===== config.mk =====
export PLATFORM = sky130hd
export DESIGN_NAME = conv_mac
export DESIGN_NICKNAME = d
export VERILOG_FILES = /design/src/hdl/conv_pkg.sv /design/src/hdl/conv_mac.sv
export SDC_FILE = /design/constraint.sdc
export NUM_CORES = 1
export LEC_CHECK = 0
export BUFFER_PORTS_ARGS = -buffer_cell sky130_fd_sc_hd__buf_2
export CAP_MARGIN = 10
export CORE_ASPECT_RATIO = 1.2
export CORE_UTILIZATION = 30
export DETAILED_ROUTE_END_ITERATION = 10
export SYNTH_ARGS = -nofsm -noshare
export SYNTH_HDL_FRONTEND = slang
export SYNTH_SLANG_ARGS = --single-unit

===== constraint.sdc =====
create_clock -name clk -period 5.1 [get_ports clk]
set_input_delay 0.765 -clock clk [delete_from_list [all_inputs] [get_ports clk]]
set_output_delay 0.765 -clock clk [all_outputs]
set_load 0.005 [all_outputs]

===== src/hdl/conv_pkg.sv =====
package conv_pkg;

  // ======================================================================
  // datapath widths
  // ======================================================================

  // pixels and weights share one signed width
  localparam int PIX_W  = 8;
  localparam int ACC_W  = 24;
  // 8 address bits cover a 16 by 16 map
  localparam int ADDR_W = 8;
  localparam int SIZE_W = 5;

  // ======================================================================
  // pipeline depths
  // ======================================================================

  // multiplier stages for operands and product
  localparam int D_MAC  = 2;
  // registered read port
  localparam int D_READ = 1;
  // bias, relu and saturation register
  localparam int D_POST = 1;

  // host command opcode
  typedef enum logic {
    OP_ACCUM,
    OP_DRAIN
  } conv_op_e;

  // command FSM
  typedef enum logic [1:0] {
    S_IDLE,
    S_ACCUM,
    S_FLUSH,
    S_DRAIN
  } conv_state_e;

endpackage


===== src/hdl/conv_mac.sv =====
`timescale 1ns/1ps

module conv_mac
  import conv_pkg::*;
  ( input  logic                    clk
  , input  logic                    xrst
  , input  logic                    mac_en
  , input  logic signed [PIX_W-1:0] in_pixel
  , input  logic signed [PIX_W-1:0] weight
  , output logic signed [ACC_W-1:0] product
  );

  logic signed [PIX_W-1:0] pix_q;
  logic signed [PIX_W-1:0] wgt_q;
  logic signed [ACC_W-1:0] prod_q [D_MAC-1];

  // ======================================================================
  // operand stage
  // ======================================================================

  // idle cycles load zero so later stages carry zero
  always_ff @(posedge clk) begin
    if (!xrst) begin
      pix_q <= '0;
      wgt_q <= '0;
    end
    else if (mac_en) begin
      pix_q <= in_pixel;
      wgt_q <= weight;
    end
    else begin
      pix_q <= '0;
      wgt_q <= '0;
    end
  end

  // ======================================================================
  // product stages
  // ======================================================================

  always_ff @(posedge clk) begin
    if (!xrst) begin
      for (int i = 0; i < D_MAC - 1; i++)
        prod_q[i] <= '0;
    end
    else begin
      // signed operands extended to the accumulator width
      prod_q[0] <= pix_q * wgt_q;
      for (int i = 1; i < D_MAC - 1; i++)
        prod_q[i] <= prod_q[i-1];
    end
  end

  assign product = prod_q[D_MAC-2];

endmodule


==> flow_summary.yaml <==
status:
  status: "finished, final reports clean"
yosys:
  syn_area_um2: 3410
  synthAdderAreaFrac_pct: 42.9
  syn_inst: 362
  synthFlopType: "dfxtp_1"
  synth_edf_count: 0
  synth.area.mux_share_pct: 0
  synth_simple_gate_area_share_pct: 18.4
  ys_ff_latch: 32
  syn_nets: 465
  ys_types: 32
  ys_seq_area_share_pct: 18.8
  ys_warn_count: 0
  synth_xor_area_share_pct: 3.52
  synth_top_family_by_area: "adder cells"
  syn_area_per_cell_um2: 9.42
  synth-compound-area-share_pct: 5.58
  synthArstFlopShare_pct: 0
placement:
  gp_congestion: 0.853
  hpwl_mm: 5.45
  placedCellCount: 525
  portBuffers: 42
cts:
  h-tree-depth: 2
  cts_tree: "done"
  postCtsSetupBuffers: 0
  numCtsBuffers: 5
  root_buffer: "clkbuf_16"
  clk_pin_slew_ns: 0.06
  ctsHoldBuffers: 0
  clock-sinks: 32
  cts_resized: 0
  clk_latency_ns: 0.29
  cts_buffer_depth: 2
power_and_ir_drop:
  leakage_nw: 2.02
  p_sw_share_pct: 27.0
  ir_drop_mv: 0.151
  p_clk_share_pct: 47.6
  power.internal_w: 0.000544
  pwr-share-comb_pct: 15.6
  p_sw_w: 0.000201
  p_seq_share_pct: 36.8
  pwr_density_cell_nw_per_um2: 192
  p_total_w: 0.000745
sta:
  fmax_ghz: 0.230
  post-route-period-util_pct: 85.4
  rsz0062_at_grt: "no"
  tightest_slew_ns: 0.421
  setup_tns_ns: 0
  setup_violations: 0
  fin_skew_ns: 0.0147
  hold_violations: 0
  min_period_ns: 4.35
  finalMaxSlewViolations: 0
  slew_headroom_pct: 72.0
setup_path:
  cp.required_ns: 5.31
  crit_top_cell: "fa_1"
  path_cells: "and2_1, fa_1, inv_1, fa_1, fa_1, fa_1, inv_1, ha_1, a21oi_1, o211a_1, nor3_1, or3_1, a21oi_1"
  end_kind: "flip-flop"
  start_kind: "flip-flop"
  cpLargestDelayFamily: "adder cells"
  critPathKind: "flip-flop to flip-flop"
  cp_slowest_cell: "fa_1"
  rr_startpoint: "wgt_q[3]"
  worstPathMaxFanout: 8
  cp_num_buf_inv: 2
  crit_path_max_incr_delay_ns: 0.62
  r2r_slack_ns: 0.75
  r2r_cells: 13
  crit_arrival_ns: 4.57
  reg2reg_to: "prod_q[0][22]"
routing:
  drt_iter0_markers: 110
  wl_per_cell_um: 12.3
  vias: 2413
  wirelength_mm: 6.56
  drc: 0
  vias_per_cell: 4.53
  dr.pass1.iters: 4
  ant_nets: 0
final_layout:
  area_growth_syn_to_layout_pct: 13.8
  final_core_util_pct: 35.2
  fill_cells: 1162
  n_antenna_cell: 0
  layout.nets: 503
  drive_above_1_share_pct: 13.5
  final_cells: 533
global_routing:
  antenna_found_initial: 0
  grt_use_total_pct: 12.6
  grt_max_degree: 27
  grt_pass1_vias: 2637
  grt_pass1_wl_mm: 11.6
  grt.overflow.total: 0
floorplan:
  core_area_um2: 11000
  boundaryPins: 43
  dieArea_um2: 11800
  core.rowCount: 42
  dieHeight_um: 119
  start_util_pct: 30.9
  die_w_um: 99.3
hold_path:
  min_to: "prod_q[0][0]"
  hp-class: "flip-flop to flip-flop"
  holdPathStages: 1
  min-delay-start: "pix_q[0]"
job:
  drv_cap: 0
==> registers in the layout, indices dropped and copies added, names as in the netlist <==
signal	flops
prod_q	16
wgt_q	8
pix_q	8
==> how the worst max path moves through the flow <==
stage          startpoint            end  slack, ns  cells past startpoint
4_1_cts          wgt_q[3]  prod_q[0][22]       0.73                     13
2_1_floorplan    pix_q[3]  prod_q[0][22]       1.08                     15
3_5_place_dp     wgt_q[3]  prod_q[0][22]       0.77                     13
3_3_place_gp     wgt_q[3]  prod_q[0][22]       0.83                     13
5_1_grt          wgt_q[3]  prod_q[0][22]       0.49                     13
6_report         wgt_q[3]  prod_q[0][22]       0.75                     13
==> cells in the mapped netlist (8+ instances only) <==
master	instances	area share (%)
and2_1	47	8.6
and3_1	18	3.3
buf_4	8	1.8
dfxtp_1	32	19
fa_1	55	32
ha_1	29	11
inv_1	78	8.6
nand2_1	17	1.9
nor2_1	15	1.7
xnor2_1	8	2.1
==> power groups by stage <==
stage	Clock (W)	Combinational [W]	Sequential, W
floorplan	0	0.0000868	0.000277
global placement	0	0.000117	0.000280
detailed placement	0	0.000119	0.000280
CTS	0.000365	0.000119	0.000274
global route	0.000374	0.000136	0.000277
finish	0.000355	0.000116	0.000274
==> layer usage <==
metal  up-vias  share of wire (%)  GRT usage [%]
met4         0                1.3           4.23
met3         7                2.5           2.01
met1      1202                 42           14.1
met2        26                 54           24.0
met5         -                  0              0
li1       1178                  -              -
==> stage by stage <==
step                      instance area, um^2  setup WS [ns]  hold WS (ns)
after floorplan                          3410           1.08         0.506
after global placement                   3710          0.825         0.563
after detailed placement                 3710          0.774         0.577
after CTS                                3880          0.731         0.599
after global routing                     3880          0.490         0.622
final                                    3880          0.746         0.597
==> cells by family (layout without fill, tap and decap cells) <==
logic type / Yosys count / count (layout)
AND/OR/NAND/NOR: 114 / 114
buffers and inverters: 90 / 129
AO/OA/AOI/OAI: 30 / 30
XOR/XNOR: 12 / 12
flip-flops: 32 / 32
adder cells (fa/ha/maj): 84 / 84
==> worst register-to-register path, cell delays in order, from the launching register on <==
cell and delay, ns:
dfxtp_1 0.39, and2_1 0.25, fa_1 0.62, inv_1 0.14, fa_1 0.58, fa_1 0.47
fa_1 0.56, inv_1 0.04, ha_1 0.34, a21oi_1 0.21, o211a_1 0.17, nor3_1 0.06
or3_1 0.31, a21oi_1 0.14
==> cell type report <==
class | instances | area (um^2) | area share, %
Multi-Input combinational cell | 240 | 2400 | 61.9
Tap cell | 132 | 165 | 4.26
Clock inverter | 3 | 42.5 | 1.10
Clock buffer | 5 | 125 | 3.22
Inverter | 79 | 297 | 7.64
Timing Repair Buffer | 42 | 210 | 5.42
Sequential cell | 32 | 641 | 16.5
==> cell usage in the layout, fill, tap and decap left out, drive strengths merged <==
cell      count
xnor2        10
a21oi         8
nand3         1
or3           2
nor2b         1
clkinv        1
dfxtp        32
nand4b        1
and2         47
a21o          4
nor3b         1
inv          79
and3         18
ha           29
nor3          7
clkbuf        5
clkinvlp      1
a31o          1
o21a          2
fa           55
nand2        17
o211a         1
o21bai        1
nand4         1
xor2          2
bufinv        1
a211oi        4
nand2b        3
nor2         15
buf          42
o21ai         9
(Power assumes the default switching activity.)
