## src/hdl/conv_pkg.sv

```systemverilog
package conv_pkg;

  // ======================================================================
  // datapath widths
  // ======================================================================

  // pixels and weights share one signed width
  localparam int PIX_W  = 8;
  localparam int ACC_W  = 24;
  // 8 address bits cover a 16 by 16 map
  localparam int ADDR_W = 8;
  localparam int SIZE_W = 5;

  // ======================================================================
  // pipeline depths
  // ======================================================================

  // multiplier stages for operands and product
  localparam int D_MAC  = 2;
  // registered read port
  localparam int D_READ = 1;
  // bias, relu and saturation register
  localparam int D_POST = 1;

  // host command opcode
  typedef enum logic {
    OP_ACCUM,
    OP_DRAIN
  } conv_op_e;

  // command FSM
  typedef enum logic [1:0] {
    S_IDLE,
    S_ACCUM,
    S_FLUSH,
    S_DRAIN
  } conv_state_e;

endpackage

```

## src/hdl/conv_ctrl.sv

```systemverilog
`timescale 1ns/1ps

module conv_ctrl
  import conv_pkg::*;
  #( parameter int CREDITS = 4
  )
  ( input  logic                    clk
  , input  logic                    xrst
  , input  logic                    cmd_valid
  , input  conv_op_e                cmd_op
  , input  logic                    cmd_first
  , input  logic [SIZE_W-1:0]       cmd_size
  , input  logic signed [PIX_W-1:0] cmd_weight
  , input  logic signed [PIX_W-1:0] cmd_bias
  , input  logic                    in_valid
  , input  logic                    credit_return
  , output logic                    busy
  , output logic signed [PIX_W-1:0] weight
  , output logic signed [PIX_W-1:0] bias
  , output logic                    mac_en
  , output logic                    mem_we
  , output logic                    mem_clr
  , output logic [ADDR_W-1:0]       mem_waddr
  , output logic                    mem_re
  , output logic [ADDR_W-1:0]       mem_raddr
  , output logic                    post_en
  );

  localparam int CRED_W    = $clog2(CREDITS + 1);
  localparam int FLUSH_MAX = (D_MAC > D_READ + D_POST) ? D_MAC : D_READ + D_POST;
  localparam int FLUSH_W   = $clog2(FLUSH_MAX + 1);

  conv_state_e        state;
  conv_op_e           op_q;
  logic               first_q;
  logic [SIZE_W-1:0]  size_q;
  logic [SIZE_W-1:0]  x_cnt;
  logic [SIZE_W-1:0]  y_cnt;
  logic [ADDR_W-1:0]  addr_cnt;
  logic [FLUSH_W-1:0] flush_cnt;
  logic [CRED_W-1:0]  credit_cnt;
  logic               accept;
  logic               acc_step;
  logic               rd_issue;
  logic               step;
  logic               last_pix;
  logic               we_d   [D_MAC];
  logic               clr_d  [D_MAC];
  logic [ADDR_W-1:0]  addr_d [D_MAC];
  logic               rd_d   [D_READ];

  assign accept   = cmd_valid && state == S_IDLE;
  assign acc_step = state == S_ACCUM && in_valid;
  // drain reads only while a credit is left
  assign rd_issue = state == S_DRAIN && credit_cnt != '0;
  assign step     = acc_step || rd_issue;
  assign last_pix = x_cnt == size_q - 1'b1 && y_cnt == size_q - 1'b1;
  assign busy     = state != S_IDLE;
  assign mac_en   = acc_step;

  // ======================================================================
  // command FSM and command registers
  // ======================================================================

  always_ff @(posedge clk) begin
    if (!xrst) begin
      state     <= S_IDLE;
      flush_cnt <= '0;
    end
    else begin
      case (state)
        S_IDLE:
          if (accept)
            state <= (cmd_op == OP_ACCUM) ? S_ACCUM : S_DRAIN;
        S_ACCUM, S_DRAIN:
          if (step && last_pix) begin
            state <= S_FLUSH;
            // wait for the last write, or for the last output pixel
            flush_cnt <= (op_q == OP_ACCUM) ? FLUSH_W'(D_MAC)
                                            : FLUSH_W'(D_READ + D_POST - 1);
          end
        S_FLUSH:
          if (flush_cnt == '0)
            state <= S_IDLE;
          else
            flush_cnt <= flush_cnt - 1'b1;
        default:
          state <= S_IDLE;
      endcase
    end
  end

  always_ff @(posedge clk) begin
    if (!xrst) begin
      op_q    <= OP_ACCUM;
      first_q <= 1'b0;
      size_q  <= '0;
    end
    else if (accept) begin
      op_q    <= cmd_op;
      first_q <= cmd_first;
      size_q  <= cmd_size;
    end
  end

  always_ff @(posedge clk) begin
    if (accept) begin
      weight <= cmd_weight;
      bias   <= cmd_bias;
    end
  end

  // raster position, shared by accumulate and drain
  always_ff @(posedge clk) begin
    if (!xrst || accept) begin
      x_cnt    <= '0;
      y_cnt    <= '0;
      addr_cnt <= '0;
    end
    else if (step) begin
      addr_cnt <= addr_cnt + 1'b1;
      if (x_cnt == size_q - 1'b1) begin
        x_cnt <= '0;
        y_cnt <= y_cnt + 1'b1;
      end
      else
        x_cnt <= x_cnt + 1'b1;
    end
  end

  // ======================================================================
  // delay lines matched to the MAC and read latency
  // ======================================================================

  always_ff @(posedge clk) begin
    if (!xrst) begin
      for (int i = 0; i < D_MAC; i++) begin
        we_d[i]  <= 1'b0;
        clr_d[i] <= 1'b0;
      end
      for (int i = 0; i < D_READ; i++)
        rd_d[i] <= 1'b0;
    end
    else begin
      we_d[0]  <= acc_step;
      clr_d[0] <= acc_step && first_q;
      rd_d[0]  <= rd_issue;
      for (int i = 1; i < D_MAC; i++) begin
        we_d[i]  <= we_d[i-1];
        clr_d[i] <= clr_d[i-1];
      end
      for (int i = 1; i < D_READ; i++)
        rd_d[i] <= rd_d[i-1];
    end
  end

  always_ff @(posedge clk) begin
    addr_d[0] <= addr_cnt;
    for (int i = 1; i < D_MAC; i++)
      addr_d[i] <= addr_d[i-1];
  end

  // old sum is read one stage ahead of the write
  assign mem_re    = rd_issue || we_d[D_MAC-2];
  assign mem_raddr = (state == S_DRAIN) ? addr_cnt : addr_d[D_MAC-2];
  assign mem_we    = we_d[D_MAC-1];
  assign mem_clr   = clr_d[D_MAC-1];
  assign mem_waddr = addr_d[D_MAC-1];
  assign post_en   = rd_d[D_READ-1];

  // credit counter
  always_ff @(posedge clk) begin
    if (!xrst)
      credit_cnt <= CRED_W'(CREDITS);
    else if (rd_issue && !credit_return)
      credit_cnt <= credit_cnt - 1'b1;
    else if (!rd_issue && credit_return)
      credit_cnt <= credit_cnt + 1'b1;
  end

  a_no_cmd_while_busy: assert property (@(posedge clk) disable iff (!xrst)
    cmd_valid |-> !busy)
    else $error("command issued while busy");

  // consumer returned more credits than it was given
  a_credit_bound: assert property (@(posedge clk) disable iff (!xrst)
    credit_cnt <= CRED_W'(CREDITS))
    else $error("credit counter above CREDITS");

  a_in_valid_accum: assert property (@(posedge clk) disable iff (!xrst)
    in_valid |-> state == S_ACCUM)
    else $error("input pixel outside accumulate pass");

endmodule

```

## config.mk

```make
export PLATFORM = sky130hd
export DESIGN_NAME = conv_ctrl
export DESIGN_NICKNAME = d
export VERILOG_FILES = /design/src/hdl/conv_pkg.sv /design/src/hdl/conv_ctrl.sv
export SDC_FILE = /design/constraint.sdc
export NUM_CORES = 1
export LEC_CHECK = 0
export BUFFER_PORTS_ARGS = -buffer_cell sky130_fd_sc_hd__buf_2
export CAP_MARGIN = 20
export CELL_PAD_IN_SITES_DETAIL_PLACEMENT = 1
export CELL_PAD_IN_SITES_GLOBAL_PLACEMENT = 2
export CORE_MARGIN = 8
export CORE_UTILIZATION = 33
export DETAILED_ROUTE_END_ITERATION = 6
export GPL_TIMING_DRIVEN = 0
export HOLD_SLACK_MARGIN = 0.1
export PLACE_DENSITY_LB_ADDON = 0.1
export SLEW_MARGIN = 25
export SYNTH_ARGS = -nofsm -noshare
export SYNTH_HDL_FRONTEND = slang
export SYNTH_SLANG_ARGS = --single-unit
```

## constraint.sdc

```tcl
create_clock -name clk -period 2.3 [get_ports clk]
set_input_delay 0.115 -clock clk [delete_from_list [all_inputs] [get_ports clk]]
set_output_delay 0.115 -clock clk [all_outputs]
set_load 0.01 [all_outputs]
```

==> reports/qor.tcl, run 1 <==
set qor(status) {finished, final reports clean}
set qor(cts_tree) {yes}
set qor(synth-edff-count) 16
set qor(timing.final.hold_violations) 0
set qor(post_cts.repair.setup_buffers) 0
set qor(cell_area_after_technology_mapping_mm2) 0.002793
set qor(crit_chain) {buf_6 > inv_1 > ha_1 > buf_2 > o21ba_1 > a221oi_2 > o2111a_1 > buf_6 > a31oi_2 > a21oi_1 > a21oi_1}
set qor(ir_drop_mv) 0.2546
set qor(leakagePower_nw) 1.642
set qor(dieWidth_um) 108.0
set qor(hold-worst-slack_ns) 0.2162
set qor(synth-main-ff-cell) {dfxtp_1}
set qor(highest-signal-layer) {met4}
set qor(synth.avg_cell_area_um2) 10.62
set qor(tritoncts_num_sinks) 69
set qor(cp-start-kind) {flop}
set qor(clockRootBuffer) {clkbuf_8}
set qor(worst_hold_path_type) {input port to flop}
set qor(max_cap_viol_count) 0
set qor(combinationalPowerShare_pct) 11.0
set qor(gp_congestion) 0.7490
set qor(finish.instance_area_mm2) 0.003736
set qor(grt_pass1_wl_mm) 11.02
set qor(post_layout_nonfiller_instances) 472
set qor(setup_viol_count_final) 0
set qor(die_h_um) 108.0
set qor(data_required_critical_path_ns) 2.51
set qor(totalWireLength_mm) 6.601
set qor(internal_power_mw) 2.009
set qor(grt_start_max_net_pins) 25
set qor(post-route-worst-setup-slack_ns) 0.1455
set qor(via_count_of_the_first_global_routing_pass) 2231
set qor(slew_headroom_pct) 68.74
set qor(p_sw_mw) 0.6752
set qor(layout_commonest_cell) {buf_2}
set qor(layout_common_cells) {72 x buf_2, 53 x dfxtp_1, 28 x nor2_1, 24 x dlygate4sd3_1, 19 x nand2_1}
set qor(share_seq_of_total_power_pct) 49.0
set qor(ioPinCount) 66
set qor(drt-pass1-iter-count) 4
set qor(synth_largest_area_cell) {dfxtp_1}
set qor(finClkSkew_ns) 0.005717
set qor(switching_share_pct) 25.16
set qor(antenna_violations_before_repair) 0
set qor(post-route-min-period_ns) 2.154
set qor(place_worst_setup_slack_ns) -0.1171
set qor(clk_transition_reported_paths_ns) 0.08
set qor(design.die.area_mm2) 0.01166
set qor(drcViolationCount) 0
set qor(via_per_inst) 4.625
set qor(worstSetupEndpointType) {flop}
set qor(report.power.total_mw) 2.684
set qor(diodes) 0
set qor(final-max-slew-violation-count) 0
set qor(htree_levels) 3
set qor(drtAntennaViolNets) 0
set qor(met3_length_um) 468
set qor(worst_path_max_stage_delay_ns) 0.34
set qor(routed_wire_length_per_instance_um) 13.99
set qor(area_after_detailed_placement_mm2) 0.003249
set qor(synth_cell_type_count) 45
set qor(grtUsageTotal_pct) 11.92
set qor(buffer_ports.inserted) 65
set qor(yosys_register_bits) 69
set qor(worst-path-max-fanout) 9
set qor(yosysTopAreaCellShare_pct) 37.99
set qor(clock_insertion_delay_worst_skew_ns) 0.34
set qor(drt-initial-drc-count) 37
set qor(worstMarginPinSlew_ns) 0.4689
set qor(synth.top_cells.by_area) {dfxtp_1 38%, edfxtp_1 17%, xor2_1 5.3%}
set qor(layout_worst_path_cycle_share_pct) 93.67
set qor(critPathSlowestCell) {dfxtp_1}
set qor(detailroute.via_count) 2183
set qor(layout-drive-gt1-share_pct) 31.34
set qor(drt-met1-wl_mm) 3.168
set qor(sequential_cell_area_mm2) 0.001541
set qor(fin_tns_setup_ns) 0
set qor(synth_async_sr_flop_share_pct) 0
set qor(numCtsBuffers) 9
set qor(netlist_instances) 263
set qor(max_clock_freq_mhz) 464.2
set qor(detailroute.wirelength.met2_mm) 2.904
set qor(fill_cells) 929
set qor(proportion_of_synthesized_chip_area_in_sequential_cells_pct) 55.20
set qor(start_util_pct) 33.99
set qor(multi_input_comb_area_mm2) 0.001100
set qor(power-per-cell-area_mw_per_mm2) 718.4
set qor(worstPathArrival_ns) 2.36
set qor(hpwlAfterDp_mm) 4.825
set qor(power.share.clock_pct) 40.0
set qor(placedCellCount) 433
set qor(ctsLongestPathBuffers) 2
set qor(utilization_pct) 45.47
set qor(overflow) 0
set qor(coreArea_mm2) 0.008217
set qor(placement_rows) 33
set qor(fin_nets) 397
set qor(yosys_warns) 0
set qor(path_class) {flop to flop}
set qor(syn_to_final_growth_pct) 33.78
set qor(synth_nets) 298
set qor(grt_setup_unrepaired) {false}
[state kept, by name, summed over array words and instances, names as in the netlist]
name	flops
addr_d	16
addr_cnt	8
bias	8
weight	8
size_q	5
x_cnt	5
y_cnt	5
credit_cnt	3
clr_d	2
flush_cnt	2
state	2
we_d	2
first_q	1
op_q	1
rd_d	1
[area by class of cell]
type / count / area share (%)
plain buffers: 20 / 3.449
clock buffers: 10 / 3.985
clock inverters: 6 / 1.976
inverters: 12 / 1.239
multi-input cells: 161 / 29.44
flip-flops and latches: 69 / 41.26
well taps: 105 / 3.516
repair buffers: 89 / 15.14
[worst max-delay path, delay by kind of cell (launching register included)]
family          cells  cell delay, ns
compound gates      6            1.01
buf+inv             4            0.49
flops               1            0.34
fa+ha+maj           1            0.18
[cells in the mapped netlist (2+ instances only)]
library cell and count:
dfxtp_1 53, nor2_1 28, nand2_1 20, xor2_1 17
edfxtp_1 16, a21oi_1 14, inv_1 11, xnor2_1 10
buf_2 8, buf_4 8, mux2_2 8, nand3_1 8
ha_1 6, mux2i_1 5, nand4_1 5, nor3_1 5
clkbuf_1 4, and2_1 3, and3_1 3, and4_1 3
o21ai_0 3, a31oi_1 2
[power groups by stage]
stage               clock [mW]  combinational, mW  sequential, mW
floorplan                    0              0.159            1.35
global placement             0              0.262            1.34
detailed placement           0              0.266            1.34
CTS                       1.13              0.302            1.31
global route              1.18              0.331            1.32
finish                    1.07              0.294            1.32
[logic make-up after synthesis]
logic type,after synthesis,share of synthesized area [%]
and+or+nand+nor,84,14.79
buffers and inverters,33,6.138
AOI/OAI and AO/OA,30,6.989
muxes,13,5.018
DFF,69,55.20
xor gates and xnor gates,27,8.467
adders and majority gates,7,3.405
[metal layers]
layer,track usage (%),up-vias
li1,-,1085
met1,14.49,1036
met2,18.79,55
met3,4.640,7
met4,4.163,0
met5,0,-
[repair_timing]
item                                   4_1_cts  5_1_grt
pin swaps                                    0        2
resized for setup                            4        3
hold buffers                                24        0
endpoints found under the hold margin       26        0
setup endpoints to repair                   24       15
[final timing paths]
kind,from,end,slack [ns],depth (start not counted)
min,in_valid,we_d[0][0],0.22,3
max,size_q[0],flush_cnt[0],0.15,11
max reg2reg,size_q[0],flush_cnt[0],0.15,11
min reg2reg,addr_d[0][7],addr_d[0][15],0.35,0
Note: power is estimated with default switching activity, not from simulation.
==> run 2, diff against run 1 <==
--- a/config.mk
+++ b/config.mk
@@ -15,6 +15,7 @@
 export GPL_TIMING_DRIVEN = 0
 export HOLD_SLACK_MARGIN = 0.1
 export PLACE_DENSITY_LB_ADDON = 0.1
+export SETUP_SLACK_MARGIN = 0.2
 export SLEW_MARGIN = 25
 export SYNTH_ARGS = -nofsm -noshare
 export SYNTH_HDL_FRONTEND = slang
==> run 2 against run 1 <==
Against the previous run: clock skew increased by 0.0012 ns; critical path depth is the same; register-to-register slack better by 0.07 ns.
==> reports/qor.tcl, run 2 (synthesis results as in run 1) <==
set qor(worstPathArrival_ns) 2.30 ;# -0.06 ns
set qor(crit_chain) {buf_6 > inv_4 > ha_4 > buf_6 > o21ba_4 > a221oi_2 > o2111a_1 > buf_6 > a31oi_4 > mux2i_1 > nor2_1}
set qor(worst_hold_path_type) {input port to flop}
set qor(finish.instance_area_mm2) 0.003850 ;# +3.0%
set qor(path_class) {flop to flop}
set qor(via_per_inst) 4.658 ;# +0.72%
set qor(setup_viol_count_final) 0 ;# unchanged
set qor(critPathSlowestCell) {dfxtp_2}
set qor(grt_setup_unrepaired) {true}
set qor(syn_to_final_growth_pct) 37.86
set qor(placement_rows) 33 ;# unchanged
set qor(r2r_setup_slack_ns) 0.21 ;# +0.07 ns
set qor(hpwlAfterDp_mm) 4.825 ;# unchanged
set qor(ctsLongestPathBuffers) 2 ;# unchanged
set qor(coreArea_mm2) 0.008217 ;# unchanged
set qor(hold-worst-slack_ns) 0.2079 ;# -0.008298 ns
set qor(post_layout_nonfiller_instances) 477 ;# +1.1%
set qor(power-per-cell-area_mw_per_mm2) 705.6 ;# -1.8%
set qor(post-route-min-period_ns) 2.086 ;# -0.06801 ns
set qor(timing.final.hold_violations) 0 ;# unchanged
set qor(fin_nets) 402 ;# +1.3%
set qor(overflow) 0 ;# unchanged
set qor(die_h_um) 108.0 ;# unchanged
set qor(diodes) 0 ;# unchanged
set qor(cp_num_buf_inv) 4 ;# unchanged
set qor(drt-pass1-iter-count) 4 ;# unchanged
set qor(via_count_of_the_first_global_routing_pass) 2254 ;# +1.0%
set qor(max_clock_freq_mhz) 479.3 ;# +3.3%
set qor(worst-path-max-fanout) 7 ;# -2
set qor(clk_transition_reported_paths_ns) 0.08 ;# about the same
set qor(design.die.area_mm2) 0.01166 ;# unchanged
set qor(report.power.total_mw) 2.716 ;# +1.2%
set qor(max_ffs_per_register) 16 ;# unchanged
set qor(status) {finished, final reports clean}
set qor(dieWidth_um) 108.0 ;# unchanged
set qor(placedCellCount) 433 ;# unchanged
set qor(leakagePower_nw) 1.678 ;# +2.2%
set qor(slew_headroom_pct) 67.39 ;# -1.4 points
set qor(worstMarginPinSlew_ns) 0.4892 ;# +0.02029 ns
set qor(totalWireLength_mm) 6.836 ;# +3.6%
set qor(detailroute.via_count) 2222 ;# +1.8%
set qor(tritoncts_num_sinks) 69 ;# unchanged
set qor(fill_cells) 926 ;# -0.32%
set qor(gp_congestion) 0.7490 ;# unchanged
set qor(area_after_detailed_placement_mm2) 0.003249 ;# unchanged
set qor(grt_pass1_wl_mm) 11.15 ;# +1.2%
set qor(max_cap_viol_count) 0 ;# unchanged
set qor(cp-start-kind) {flop}
set qor(final-max-slew-violation-count) 0 ;# unchanged
set qor(worst_path_max_stage_delay_ns) 0.33 ;# about the same
set qor(clock_insertion_delay_worst_skew_ns) 0.34 ;# about the same
set qor(worstSetupEndpointType) {flop}
set qor(grtUsageTotal_pct) 12.09 ;# +0.17 points
set qor(data_required_critical_path_ns) 2.51 ;# about the same
set qor(cpLargestDelayFamily) {compound AO/OA/AOI/OAI gates}
set qor(clockRootBuffer) {clkbuf_8}
set qor(finClkSkew_ns) 0.006965 ;# +0.001248 ns
set qor(drtAntennaViolNets) 0 ;# unchanged
set qor(layout_commonest_cell) {buf_2}
set qor(grt_start_max_net_pins) 25 ;# unchanged
set qor(drt-initial-drc-count) 40 ;# +8.1%
set qor(start_util_pct) 33.99 ;# unchanged
set qor(cts_tree) {yes}
set qor(buffer_ports.inserted) 65 ;# unchanged
set qor(drcViolationCount) 0 ;# unchanged
set qor(htree_levels) 3 ;# unchanged
set qor(numCtsBuffers) 9 ;# unchanged
set qor(ir_drop_mv) 0.2509 ;# -1.5%
set qor(ioPinCount) 66 ;# unchanged
set qor(layout_worst_path_cycle_share_pct) 90.72 ;# -3.0 points
set qor(routed_wire_length_per_instance_um) 14.33 ;# +2.5%
set qor(layout-drive-gt1-share_pct) 35.48 ;# +4.1 points
set qor(layout_common_cells) {71 x buf_2, 51 x dfxtp_1, 27 x nor2_1, 24 x dlygate4sd3_1, 18 x nand2_1}
set qor(antenna_violations_before_repair) 0 ;# unchanged
set qor(largest_register) {addr_d}
set qor(worst_path_most_repeated_cell) {buf_6}
run 2: timing repair:
item	CTS	global route
resized for setup	9	22
hold buffers	24	0
gates cloned	1	0
endpoints found under the hold margin	26	0
pin swaps	3	7
endpoints found under the setup margin	39	39
buffers inserted	1	2
run 2: path summary, 6_finish.rpt:
check / from / endpoint / depth (start not counted)
worst max register to register: size_q[0] / flush_cnt[1] / 11
worst min register to register: addr_d[0][7] / addr_d[0][15] / 0
worst min-delay path: in_valid / we_d[0][0] / 3
worst max-delay path: size_q[0] / flush_cnt[1] / 11
run 2: layer usage:
metal	vias up	share of wire (%)	wire length, µm	track usage, %
met5	-	0	0	0
met4	0	0.82	56	4.163
met3	5	6.6	450	4.640
met2	54	45	3105	19.01
met1	1066	47	3223	14.81
li1	1097	-	-	-
run 2: report_power, final:
part           internal, mW  total, mW  switching (mW)
Combinational         0.153      0.326           0.173
Clock                 0.584       1.08           0.495
Sequential             1.29       1.31          0.0222
run 2: per-stage QoR:
stage / TNS, ns / setup WS, ns / util, %
final: 0 / 0.2135 / 46.86
after global routing: 0 / 0.05521 / 46.86
after CTS: 0 / 0.04685 / 45.71
after detailed placement: -0.1677 / -0.1171 / 39.55
after global placement: -0.2340 / -0.09803 / 39.55
after floorplan: 0 / 0.2455 / -
run 2: worst min-delay path: stages:
cell and delay [ns]:
buf_2 0.09, and3_1 0.19, and2_1 0.13
run 2: area by class of cell:
cell class / count / area [µm²] / share of cell area, %
clock buffers: 10 / 148.9 / 3.867
repair buffers: 93 / 599.3 / 15.57
flip-flops and latches: 69 / 1546 / 40.17
multi-input cells: 161 / 1161 / 30.16
clock inverters: 6 / 73.82 / 1.917
well taps: 105 / 131.4 / 3.412
inverters: 12 / 48.80 / 1.267
plain buffers: 21 / 140.1 / 3.640
